[config.mk]
export PLATFORM = sky130hd
export DESIGN_NAME = lsq_top
export DESIGN_NICKNAME = d
export VERILOG_FILES = /design/src/hdl/lsq_pkg.sv /design/src/hdl/lsq_entry_if.sv /design/src/hdl/lsq_mem_if.sv /design/src/hdl/lsq_buffer.sv /design/src/hdl/lsq_dispatch.sv /design/src/hdl/lsq_mem_port.sv /design/src/hdl/lsq_top.sv
export VERILOG_INCLUDE_DIRS = /design/src /design/src/include
export SDC_FILE = /design/constraint.sdc
export NUM_CORES = 1
export LEC_CHECK = 0
export BUFFER_PORTS_ARGS = -buffer_cell sky130_fd_sc_hd__buf_2
export CORE_ASPECT_RATIO = 1.2
export CORE_MARGIN = 4
export CORE_UTILIZATION = 47
export CTS_CLUSTER_SIZE = 28
export DETAILED_ROUTE_END_ITERATION = 8
export GPL_TIMING_DRIVEN = 0
export PLACE_DENSITY = 0.62
export SYNTH_ARGS = -nofsm -noshare
export SYNTH_HDL_FRONTEND = slang
export SYNTH_SLANG_ARGS = --single-unit
[constraint.sdc]
create_clock -name clk -period 9.44 [get_ports clk]
set_input_delay 1.888 -clock clk [delete_from_list [all_inputs] [get_ports clk]]
set_output_delay 1.888 -clock clk [all_outputs]
set_load 0.02 [all_outputs]
[src/include/lsq_config.svh]
`ifndef LSQ_CONFIG_SVH
`define LSQ_CONFIG_SVH

// reservation entries, also the credits held by the sender after reset
`define LSQ_DEPTH 4

// reorder-buffer tag width, tag 0 means the value is already present
`define LSQ_TAG_WIDTH 3

// width of the uncommitted older-store counters
`define LSQ_STORE_CNT_WIDTH 3

`endif

[src/hdl/lsq_pkg.sv]
package lsq_pkg;

    `include "lsq_config.svh"

    typedef logic [31:0] word_t;
    typedef logic [`LSQ_TAG_WIDTH-1:0] tag_t;
    typedef logic [`LSQ_STORE_CNT_WIDTH-1:0] store_cnt_t;

    typedef enum logic {
        op_load  = 1'b0,
        op_store = 1'b1
    } mem_op_t;

    // RV32I funct3 encodings of the loads
    typedef enum logic [2:0] {
        lb  = 3'b000,
        lh  = 3'b001,
        lw  = 3'b010,
        lbu = 3'b100,
        lhu = 3'b101
    } load_funct_t;

    // load side of the memory port
    typedef enum logic {
        idle      = 1'b0,
        wait_resp = 1'b1
    } port_state_t;

endpackage

[src/hdl/lsq_entry_if.sv]
`timescale 1ns/100ps

interface lsq_entry_if
    import lsq_pkg::*;
();

    logic        valid;
    mem_op_t     op;
    load_funct_t funct;
    word_t       base;
    tag_t        base_tag;
    word_t       data;
    tag_t        data_tag;
    word_t       offset;
    tag_t        dest;
    // older stores still waiting for commit, loads only
    store_cnt_t  store_before;

    modport source (
        output valid, op, funct, base, base_tag, data, data_tag, offset, dest,
        output store_before
    );

    modport sink (
        input valid, op, funct, base, base_tag, data, data_tag, offset, dest,
        input store_before
    );

endinterface

[src/hdl/lsq_mem_if.sv]
`timescale 1ns/100ps

interface lsq_mem_if
    import lsq_pkg::*;
();

    // load side, held by the buffer until load_done
    logic        load_req;
    word_t       load_addr;
    load_funct_t load_funct;
    tag_t        load_dest;
    logic        load_done;

    // store side, one cycle grant
    logic        store_req;
    word_t       store_addr;
    word_t       store_data;
    tag_t        store_dest;
    logic        store_grant;

    modport buffer (
        output load_req, load_addr, load_funct, load_dest,
        input  load_done,
        output store_req, store_addr, store_data, store_dest,
        input  store_grant
    );

    modport port (
        input  load_req, load_addr, load_funct, load_dest,
        output load_done,
        input  store_req, store_addr, store_data, store_dest,
        output store_grant
    );

endinterface

[src/hdl/lsq_buffer.sv]
`timescale 1ns/100ps
`include "lsq_config.svh"

module lsq_buffer
    import lsq_pkg::*;
(
    input  logic        clk,
    input  logic        rst,
    input  logic        flush,
    lsq_entry_if.sink   entry,
    input  logic        cdb_valid,
    input  tag_t        cdb_tag,
    input  word_t       cdb_value,
    input  logic        store_commit,
    lsq_mem_if.buffer   mem,
    output logic        credit_return
);

    localparam int DEPTH = `LSQ_DEPTH;
    localparam int IDX_W = $clog2(DEPTH);

    logic [DEPTH-1:0] busy;
    mem_op_t          op           [DEPTH];
    load_funct_t      funct        [DEPTH];
    word_t            base         [DEPTH];
    tag_t             base_tag     [DEPTH];
    word_t            data         [DEPTH];
    tag_t             data_tag     [DEPTH];
    word_t            offset       [DEPTH];
    tag_t             dest         [DEPTH];
    store_cnt_t       store_before [DEPTH];

    logic [IDX_W-1:0] free_idx;
    logic [IDX_W-1:0] load_sel;
    logic [IDX_W-1:0] store_sel;
    logic [IDX_W-1:0] load_idx;
    logic [IDX_W-1:0] load_cur;
    logic             load_found;
    logic             store_found;
    logic             load_active;
    logic             new_base_hit;
    logic             new_data_hit;

    // first free slot, credits guarantee one exists on entry.valid
    always_comb begin
        free_idx = '0;
        for (int i = DEPTH - 1; i >= 0; i--) begin
            if (!busy[i]) begin
                free_idx = IDX_W'(i);
            end
        end
    end

    // lowest index wins for both loads and stores
    always_comb begin
        load_found  = 1'b0;
        load_sel    = '0;
        store_found = 1'b0;
        store_sel   = '0;
        for (int i = DEPTH - 1; i >= 0; i--) begin
            if (busy[i] && op[i] == op_load && base_tag[i] == '0 &&
                store_before[i] == '0) begin
                load_found = 1'b1;
                load_sel   = IDX_W'(i);
            end
            if (busy[i] && op[i] == op_store && base_tag[i] == '0 && data_tag[i] == '0) begin
                store_found = 1'b1;
                store_sel   = IDX_W'(i);
            end
        end
    end

    // issued load stays offered until the port completes it
    assign load_cur = load_active ? load_idx : load_sel;

    assign mem.load_req   = load_active || load_found;
    assign mem.load_addr  = base[load_cur] + offset[load_cur];
    assign mem.load_funct = funct[load_cur];
    assign mem.load_dest  = dest[load_cur];

    assign mem.store_req  = store_found;
    assign mem.store_addr = base[store_sel] + offset[store_sel];
    assign mem.store_data = data[store_sel];
    assign mem.store_dest = dest[store_sel];

    // one entry at most frees per cycle, the port never grants beside load_done
    assign credit_return = (mem.load_done || mem.store_grant) && !flush;

    always_ff @(posedge clk) begin
        if (rst || flush) begin
            busy        <= '0;
            load_active <= 1'b0;
        end else begin
            if (entry.valid) begin
                busy[free_idx] <= 1'b1;
            end
            if (mem.load_done) begin
                busy[load_idx] <= 1'b0;
                load_active    <= 1'b0;
            end else if (load_found && !load_active) begin
                load_active <= 1'b1;
            end
            if (mem.store_grant) begin
                busy[store_sel] <= 1'b0;
            end
        end
    end

    always_ff @(posedge clk) begin
        if (!load_active) begin
            load_idx <= load_sel;
        end
    end

    // the entry in flight from dispatch can still see a broadcast
    assign new_base_hit = cdb_valid && entry.base_tag != '0 && cdb_tag == entry.base_tag;
    assign new_data_hit = cdb_valid && entry.data_tag != '0 && cdb_tag == entry.data_tag;

    always_ff @(posedge clk) begin
        for (int i = 0; i < DEPTH; i++) begin
            if (entry.valid && free_idx == IDX_W'(i)) begin
                op[i]       <= entry.op;
                funct[i]    <= entry.funct;
                offset[i]   <= entry.offset;
                dest[i]     <= entry.dest;
                base[i]     <= new_base_hit ? cdb_value : entry.base;
                base_tag[i] <= new_base_hit ? tag_t'(0) : entry.base_tag;
                data[i]     <= new_data_hit ? cdb_value : entry.data;
                data_tag[i] <= new_data_hit ? tag_t'(0) : entry.data_tag;
                if (store_commit && entry.store_before != '0) begin
                    store_before[i] <= entry.store_before - store_cnt_t'(1);
                end else begin
                    store_before[i] <= entry.store_before;
                end
            end else begin
                // wakeup
                if (cdb_valid && base_tag[i] != '0 && cdb_tag == base_tag[i]) begin
                    base[i]     <= cdb_value;
                    base_tag[i] <= '0;
                end
                if (cdb_valid && data_tag[i] != '0 && cdb_tag == data_tag[i]) begin
                    data[i]     <= cdb_value;
                    data_tag[i] <= '0;
                end
                if (store_commit && busy[i] && op[i] == op_load && store_before[i] != '0) begin
                    store_before[i] <= store_before[i] - store_cnt_t'(1);
                end
            end
        end
    end

endmodule

[src/hdl/lsq_dispatch.sv]
`timescale 1ns/100ps

module lsq_dispatch
    import lsq_pkg::*;
(
    input  logic        clk,
    input  logic        rst,
    input  logic        flush,
    input  logic        dispatch_valid,
    input  logic        dispatch_is_store,
    input  logic [2:0]  dispatch_funct,
    input  word_t       dispatch_base,
    input  tag_t        dispatch_base_tag,
    input  word_t       dispatch_data,
    input  tag_t        dispatch_data_tag,
    input  word_t       dispatch_offset,
    input  tag_t        dispatch_dest,
    input  logic        cdb_valid,
    input  tag_t        cdb_tag,
    input  word_t       cdb_value,
    input  logic        store_commit,
    lsq_entry_if.source entry
);

    load_funct_t funct_dec;
    store_cnt_t  store_cnt;
    store_cnt_t  store_cnt_net;
    logic        base_hit;
    logic        data_hit;

    // funct3 to load function, unknown codes fall back to a word access
    always_comb begin
        case (dispatch_funct)
            3'b000:  funct_dec = lb;
            3'b001:  funct_dec = lh;
            3'b100:  funct_dec = lbu;
            3'b101:  funct_dec = lhu;
            default: funct_dec = lw;
        endcase
    end

    // operand broadcast in the dispatch cycle itself
    assign base_hit = cdb_valid && dispatch_base_tag != '0 && cdb_tag == dispatch_base_tag;
    assign data_hit = cdb_valid && dispatch_data_tag != '0 && cdb_tag == dispatch_data_tag;

    // stores older than this cycle's dispatch, less a commit now
    always_comb begin
        store_cnt_net = store_cnt;
        if (store_commit && store_cnt != '0) begin
            store_cnt_net = store_cnt - store_cnt_t'(1);
        end
    end

    always_ff @(posedge clk) begin
        if (rst || flush) begin
            entry.valid <= 1'b0;
            store_cnt   <= '0;
        end else begin
            entry.valid <= dispatch_valid;
            if (dispatch_valid && dispatch_is_store) begin
                store_cnt <= store_cnt_net + store_cnt_t'(1);
            end else begin
                store_cnt <= store_cnt_net;
            end
        end
    end

    always_ff @(posedge clk) begin
        entry.op     <= dispatch_is_store ? op_store : op_load;
        entry.funct  <= funct_dec;
        entry.offset <= dispatch_offset;
        entry.dest   <= dispatch_dest;
        entry.base     <= base_hit ? cdb_value : dispatch_base;
        entry.base_tag <= base_hit ? tag_t'(0) : dispatch_base_tag;
        entry.data     <= data_hit ? cdb_value : dispatch_data;
        entry.data_tag <= data_hit ? tag_t'(0) : dispatch_data_tag;
        // Stores never wait on older stores
        entry.store_before <= dispatch_is_store ? store_cnt_t'(0) : store_cnt_net;
    end

endmodule

[src/hdl/lsq_mem_port.sv]
`timescale 1ns/100ps

module lsq_mem_port
    import lsq_pkg::*;
(
    input  logic      clk,
    input  logic      rst,
    input  logic      flush,
    lsq_mem_if.port   mem,
    output logic      mem_read,
    output word_t     mem_address,
    input  logic      mem_resp,
    input  word_t     mem_rdata,
    output logic      result_valid,
    output logic      result_is_store,
    output tag_t      result_tag,
    output word_t     result_value,
    output word_t     result_address
);

    port_state_t state;
    word_t       load_value;

    // pick byte or halfword by the low address bits, then extend
    function automatic word_t align_load(word_t raw, logic [1:0] lsb, load_funct_t fn);
        logic [7:0]  byte_val;
        logic [15:0] half_val;
        byte_val = raw[{lsb, 3'b000} +: 8];
        half_val = lsb[1] ? raw[31:16] : raw[15:0];
        case (fn)
            lb:      return {{24{byte_val[7]}}, byte_val};
            lbu:     return {24'b0, byte_val};
            lh:      return {{16{half_val[15]}}, half_val};
            lhu:     return {16'b0, half_val};
            default: return raw;
        endcase
    endfunction

    always_ff @(posedge clk) begin
        if (rst || flush) begin
            state <= idle;
        end else begin
            case (state)
                idle: begin
                    if (mem.load_req) begin
                        state <= wait_resp;
                    end
                end
                wait_resp: begin
                    if (mem_resp) begin
                        state <= idle;
                    end
                end
                default: state <= idle;
            endcase
        end
    end

    // address is held by the buffer for the whole request
    assign mem_read    = state == wait_resp;
    assign mem_address = mem.load_addr;

    assign mem.load_done   = state == wait_resp && mem_resp;
    assign mem.store_grant = mem.store_req && !mem.load_done;

    assign load_value = align_load(mem_rdata, mem.load_addr[1:0], mem.load_funct);

    always_ff @(posedge clk) begin
        if (rst || flush) begin
            result_valid <= 1'b0;
        end else begin
            result_valid <= mem.load_done || mem.store_grant;
        end
    end

    // completing load takes the result port ahead of any store
    always_ff @(posedge clk) begin
        if (mem.load_done) begin
            result_is_store <= 1'b0;
            result_tag      <= mem.load_dest;
            result_value    <= load_value;
            result_address  <= mem.load_addr;
        end else if (mem.store_grant) begin
            result_is_store <= 1'b1;
            result_tag      <= mem.store_dest;
            result_value    <= mem.store_data;
            result_address  <= mem.store_addr;
        end
    end

endmodule

[src/hdl/lsq_top.sv]
`timescale 1ns/100ps

module lsq_top
    import lsq_pkg::*;
(
    input  logic       clk,
    input  logic       rst,
    input  logic       flush,
    input  logic       dispatch_valid,
    input  logic       dispatch_is_store,
    input  logic [2:0] dispatch_funct,
    input  word_t      dispatch_base,
    input  tag_t       dispatch_base_tag,
    input  word_t      dispatch_data,
    input  tag_t       dispatch_data_tag,
    input  word_t      dispatch_offset,
    input  tag_t       dispatch_dest,
    output logic       credit_return,
    input  logic       cdb_valid,
    input  tag_t       cdb_tag,
    input  word_t      cdb_value,
    input  logic       store_commit,
    output logic       mem_read,
    output word_t      mem_address,
    input  logic       mem_resp,
    input  word_t      mem_rdata,
    output logic       result_valid,
    output logic       result_is_store,
    output tag_t       result_tag,
    output word_t      result_value,
    output word_t      result_address
);

    lsq_entry_if entry_bus ();
    lsq_mem_if   mem_bus ();

    lsq_dispatch u_dispatch (
        .clk               (clk),
        .rst               (rst),
        .flush             (flush),
        .dispatch_valid    (dispatch_valid),
        .dispatch_is_store (dispatch_is_store),
        .dispatch_funct    (dispatch_funct),
        .dispatch_base     (dispatch_base),
        .dispatch_base_tag (dispatch_base_tag),
        .dispatch_data     (dispatch_data),
        .dispatch_data_tag (dispatch_data_tag),
        .dispatch_offset   (dispatch_offset),
        .dispatch_dest     (dispatch_dest),
        .cdb_valid         (cdb_valid),
        .cdb_tag           (cdb_tag),
        .cdb_value         (cdb_value),
        .store_commit      (store_commit),
        .entry             (entry_bus.source)
    );

    lsq_buffer u_buffer (
        .clk           (clk),
        .rst           (rst),
        .flush         (flush),
        .entry         (entry_bus.sink),
        .cdb_valid     (cdb_valid),
        .cdb_tag       (cdb_tag),
        .cdb_value     (cdb_value),
        .store_commit  (store_commit),
        .mem           (mem_bus.buffer),
        .credit_return (credit_return)
    );

    lsq_mem_port u_mem_port (
        .clk             (clk),
        .rst             (rst),
        .flush           (flush),
        .mem             (mem_bus.port),
        .mem_read        (mem_read),
        .mem_address     (mem_address),
        .mem_resp        (mem_resp),
        .mem_rdata       (mem_rdata),
        .result_valid    (result_valid),
        .result_is_store (result_is_store),
        .result_tag      (result_tag),
        .result_value    (result_value),
        .result_address  (result_address)
    );

endmodule

Yosys cells after proc, flatten, opt, wreduce, memory -nomap -nowiden
Memories as Yosys holds them, arrays and structs flattened.
Index checks and enable logic that the tools add are counted.

cells by class
  shift operators = 1
  reduce and logical (&&, ||, !) cells = 127
  equality and inequality tests = 21
  bitwise operators = 34
  muxes and demuxes = 175
  $add $sub $neg = 9
  $lt $le $gt $ge = 6

operators by type and width
  kind                 count
  $mux 32              19
  $pmux 32 s4          1
  $reduce_or 32->1     3
  $mux 1               91
  $mux 3               28
  $logic_and 1x1->1    74
  $add 32x32->32       2
  $reduce_bool 3->1    18
  $mux 2               25
  $logic_not 3->1      14
  $eq 3x3->1           12
  $shiftx 32x6->8      1
  $or 1x1->1           24
  $mux 4               5
  $reduce_or 3->1      6
  $sub 3x1->3 const B  6
  $mux 16              1
  $eq 3x3->1 const B   4
  $pmux 3 s4           1
  $lt 2x3->1 const B   3
  $and 4x4->4          2
  $not 4->4            2
  $demux 1 s2          3
  $eq 3x1->1 const B   2
  13 further kinds     26

storage, ports and cells
  word-level logic and storage cells = 402
  output and inout port bits = 103
  input bits = 183
  bits in writable memories = 448
  register bits after elaboration = 193
  memories kept = 9

memories
  memory             words  bits a word  read ports  clocked after Yosys merged registers in  write ports  line              RTL
  u_buffer.base      4      32           2           0                                        4            lsq_buffer.sv:25  word_t base [DEPTH];
  u_buffer.data      4      32           1           0                                        4            lsq_buffer.sv:27  word_t data [DEPTH];
  u_buffer.offset    4      32           2           0                                        1            lsq_buffer.sv:29  word_t offset [DEPTH];
  u_buffer.base_tag  4      3            4           0                                        4            lsq_buffer.sv:26  tag_t base_tag [DEPTH];
  u_buffer.data_tag  4      3            4           0                                        4            lsq_buffer.sv:28  tag_t data_tag [DEPTH];
  u_buffer.dest      4      3            2           0                                        1            lsq_buffer.sv:30  tag_t dest [DEPTH];
  3 more memories    n/a    n/a          n/a         n/a                                      n/a          n/a

Depth between registers and ports, before layout
  depth in word-level cells = 16
  depth in mapped cells = 23
  depth with buffers taken out = 20

Modules after synthesis
A second synthesis with hierarchy kept.

second synthesis, totals
  cells, all modules = 2810
  area, all modules = 32479.9 um^2

modules (own cells, without submodules)
  module        times used  seq. area each (um^2)  cells each  area an instance (um^2)
  lsq_buffer    1           13533.0                2154        25052.8
  lsq_mem_port  1           2072.0                 418         3940.0
  lsq_dispatch  1           2322.2                 238         3487.1

Least setup slack after synthesis
No wires, ideal clock.

  path type = reg-to-output
  start = memory u_buffer.store_before[1][0] (netlist bit)
  end = output mem_address[30]
  data arrival time = 5.606 ns
  data required time = 7.552 ns
  slack = 1.946 ns
  cell stages (with the launch flop) = 23
  path through = edfxtp_1 -> inv_1 -> ha_1 -> or3b_2 -> a2bb2oi_1 -> o41a_4 -> clkinv_4 -> clkbuf_1 -> buf_2 -> buf_2 -> nand2_1 -> a31oi_1 -> ha_1 -> inv_1 -> fa_1 -> nor2b_1 -> o2111ai_1 -> and3_1 -> or4_1 -> a2111oi_0 -> o21ai_1 -> o21ai_0 -> xor2_1

RTL lines
  what                line              RTL
  start: declaration  lsq_buffer.sv:31  store_cnt_t store_before [DEPTH];
  end: declaration    lsq_top.sv:24     output word_t mem_address,

Worst setup path in the final report
  start = register u_buffer.busy[0]
  end = output mem_address[30]

between the ends
  word-level cells in the longest chain between the ends = 7

ends and longest elaborated chain
  what                                    line              RTL
  start: declaration                      lsq_buffer.sv:22  logic [DEPTH-1:0] busy;
  start signal: assignment                lsq_buffer.sv:91  busy <= '0;
  start signal: indexed assignment        lsq_buffer.sv:95  busy[free_idx] <= 1'b1;
  start signal: indexed assignment        lsq_buffer.sv:98  busy[load_idx] <= 1'b0;
  $logic_and 1x1->1 * (3 in series)       lsq_buffer.sv:61  if (busy[i] && op[i] == op_load && base_tag[i] == '0 &&
  $mux 2 *                                lsq_buffer.sv:61
  $mux 2 *                                lsq_buffer.sv:74  assign load_cur = load_active ? load_idx : load_sel;
  $mem_v2 4x32, on equally long branches  n/a
  $add 32x32->32 *                        lsq_buffer.sv:77  assign mem.load_addr = base[load_cur] + offset[load_cur];

Every way passes the cells marked *; elsewhere a longest branch is shown, timed or not.

==> key figures <==
Critical path
  • Required time of the critical path: 7.55 ns
  • Crit path DAT: between 7 and 8 ns
  • R2R Setup Slk: 2.50 ns
  • Worst-path fanout max: 10
  • Worst setup path category: flip-flop to primary output
  • Crit path launch type: flip-flop
  • CP endpoint kind: primary output

Logic synthesis
  • Netlist Area Pre-Place: 0.0320 mm^2
  • Register area share after synthesis: 56.0%
  • Synth cell types: 87
  • Ys Warns: 0
  • Top_reg_cell synth: edfxtp_1
  • Mapped Cells: 2687
  • Post-synth EDFFs: 509
  • Mapped Nets: 2947
  • Synthesized flop and latch total: 641
  • Syn Area/Cell: approximately 12 um^2
  • Share of synthesized registers carrying an async set or reset: 0%

Status
  • Status: finished clean

CTS
  • Clock latency on the worst-skew pair: 0.62 ns
  • CTS sink cnt: between 600 and 700
  • Num CTS Buffers: 70
  • CTS root buf: clkbuf_16
  • H-Tree Depth: 3
  • Worst-path clk slew: 0.06 ns
  • Hold-fix buffers, CTS: 0
  • CTS tree: built
  • Longest Clk Path Bufs: 3

Detailed routing
  • WL/cell: between 20 and 30 um
  • Vias/cell: 6.14
  • Detailed-route via count: 24545
  • Drc violations: 0
  • Post-DRT Antenna Nets: 0
  • 1st-iter DRT viols: between 2000 and 3000
  • Routed wire length: 111000 um
  • First-pass DRT Iterations: 6

Floorplanning
  • Ports: 286
  • Die area: 0.0723 mm^2
  • Initial Util: 47.6%
  • Die X: between 200 and 250 um
  • Row cnt: 104
  • Core area: 0.0673 mm^2
  • Chip Height: between 200 and 300 um

STA
  • Final WS setup: 0.278 ns
  • Maximum clock frequency: 109 MHz
  • Slew @ Worst Pin: between 1 and 1.5 ns
  • Final Cycle Share: 97.1%
  • Unrepaired setup endpoints after global routing: no
  • Setup tns final: 0 ns
  • Slew Limit Fails: 0
  • Slew headroom: 7.00%
  • Skew final: 0.0224 ns
  • Final Critical Period: 9.16 ns
  • Final setup viols: 0
  • Final Hold Viols: 0

Cells and area
  • Commonest non-fill, non-tap cell in the layout: edfxtp_1
  • Layout cells sized above 1: between 20% and 30%
  • Area grow syn2layout: 15.9%
  • Filler instances: about 5800
  • Final layout net count: 3285
  • Most frequent cells in the layout: edfxtp_1 (509), mux2_2 (329), buf_2 (262), nor2_1 (246), nand2_1 (242)

Pwr
  • Leakage power: 13.5 nW
  • Worst vdd ir: 136 uV
  • Power per cell area: 186 mW/mm^2

Job
  • Max-Cap Viols: 0

GRT
  • Total GRT Usage: approximately 30%
  • Global-route wire length before repair: approximately 160000 um
  • Vias in the first global route: roughly 25000
  • Initial antenna violation count: 17
  • Largest net degree at the start of global routing: 36
  • Grt ovf: 0

Place
  • Port Buffers: between 200 and 300
  • Final Wtd Congestion: ~0.94
  • Post-DP HPWL: 80200 um
  • Pre-CTS setup slack: 0.0683 ns

Hold path
  • Min-Delay Path Class: flip-flop to flip-flop
through the flow:
stage | total power, W | std cells | instance area [um^2] | hold slack (ns) | utilization [%]
after floorplan | 0.00386 | 2687 | 32000 | 0.438 | -
after global placement | 0.00415 | 3838 | 34400 | 0.443 | 51.1
after detailed placement | 0.00418 | 3853 | 34700 | 0.458 | 51.6
after CTS | 0.00691 | 3982 | 37000 | 0.470 | 55.1
after global routing | 0.00711 | 3984 | 37100 | 0.489 | 55.1
final | 0.00689 | 3995 | 37100 | 0.469 | 55.1
per-layer routing:
metal  global-route usage [%]  share of wire, %
met1                     36.4                38
met2                     52.0                50
met3                     5.87               8.4
met4                     11.8               4.1
met5                        0             0.093
registers in the layout, summed over array words and instances, names as in the netlist, 32 cells and up:
signal                     count
u_dispatch.entry.base         32
u_dispatch.entry.data         32
u_mem_port.result_value       32
u_buffer.offset              128
u_buffer.data                128
u_mem_port.result_address     32
u_dispatch.entry.offset       32
u_buffer.base                128
power breakdown:
group          leakage (nW)  switching, W  total (W)  internal (W)
clock                  1.12       0.00116    0.00276       0.00160
sequential             5.72     0.0000728    0.00327       0.00320
combinational          6.67      0.000502   0.000859      0.000357
synthesized netlist by cell type (37+ instances only):
| library cell | count | area share (%) |
|---|---|---|
| a211oi_1 | 73 | 1.7 |
| nor2_1 | 247 | 2.9 |
| nand2_1 | 246 | 2.9 |
| a31oi_1 | 71 | 1.4 |
| mux2_2 | 329 | 12 |
| inv_1 | 38 | 0.45 |
| xnor2_1 | 47 | 1.3 |
| o21ai_0 | 73 | 1.1 |
| nor3_1 | 79 | 1.2 |
| buf_1 | 46 | 0.54 |
| dfxtp_1 | 132 | 8.3 |
| o22ai_1 | 72 | 1.4 |
| ha_1 | 75 | 2.9 |
| xor2_1 | 37 | 1.0 |
| a21oi_1 | 84 | 1.3 |
| and2_1 | 63 | 1.2 |
| clkbuf_1 | 115 | 1.3 |
| edfxtp_1 | 509 | 48 |
critical path: stages (launching register included):
cell	delay (ns)
dfxtp_1	0.50
nor4b_2	0.46
nor3b_2	0.47
o41a_4	0.27
clkbuf_2	0.35
clkbuf_2	0.42
clkbuf_2	0.38
nand2_1	0.11
a31oi_1	0.20
ha_1	0.22
inv_1	0.08
fa_1	0.46
nor2b_1	0.16
o2111ai_1	0.16
and3_1	0.24
or4_1	0.65
a2111oi_2	0.53
o21ai_1	0.18
o21ai_0	0.23
xor2_1	0.31
buf_2	0.24
final cells by class:
class | instances | area (um^2) | area share (%)
Timing Repair Buffer | 267 | 1540 | 4.14
Multi-Input combinational cell | 1831 | 13300 | 35.9
Clock inverter | 25 | 298 | 0.803
Clock buffer | 105 | 2010 | 5.43
Inverter | 39 | 154 | 0.415
Sequential cell | 641 | 17900 | 48.3
Buffer | 175 | 702 | 1.89
Antenna cell | 11 | 27.5 | 0.0742
Tap cell | 901 | 1130 | 3.04
cell families (layout without fill, tap and decap cells):
group,Yosys count,in the layout,synth area share (%)
flip-flops,641,641,56.0
AO/OA/AOI/OAI,557,557,12.3
other,0,11,0
buffers and inverters,215,611,2.65
AND/OR/NAND/NOR,753,753,10.8
XOR/XNOR,84,84,2.30
adder cells (fa/ha/maj),77,77,3.06
multiplexers,360,360,12.9
worst paths after layout:
path / from / to / cells after the start
hold reg to reg: u_dispatch.entry.offset[30]$_DFF_P_ / u_buffer.offset[2][30]$_DFFE_PP_ / 0
setup / recovery: u_buffer.busy[0]$_SDFF_PP0_ / mem_address[30] / 20
hold / removal: u_dispatch.entry.offset[30]$_DFF_P_ / u_buffer.offset[2][30]$_DFFE_PP_ / 0
setup reg to reg: u_buffer.busy[2]$_SDFF_PP0_ / u_mem_port.result_address[31]$_DFFE_PN_ / 17
timing repair:
item	in CTS	in global routing
endpoints found under the hold margin	0	0
endpoints found under the setup margin	7	4
gates cloned	0	0
setup buffers	0	2
resized for setup	8	3
pin swaps	0	1
Note: power is estimated with default switching activity, not from simulation.
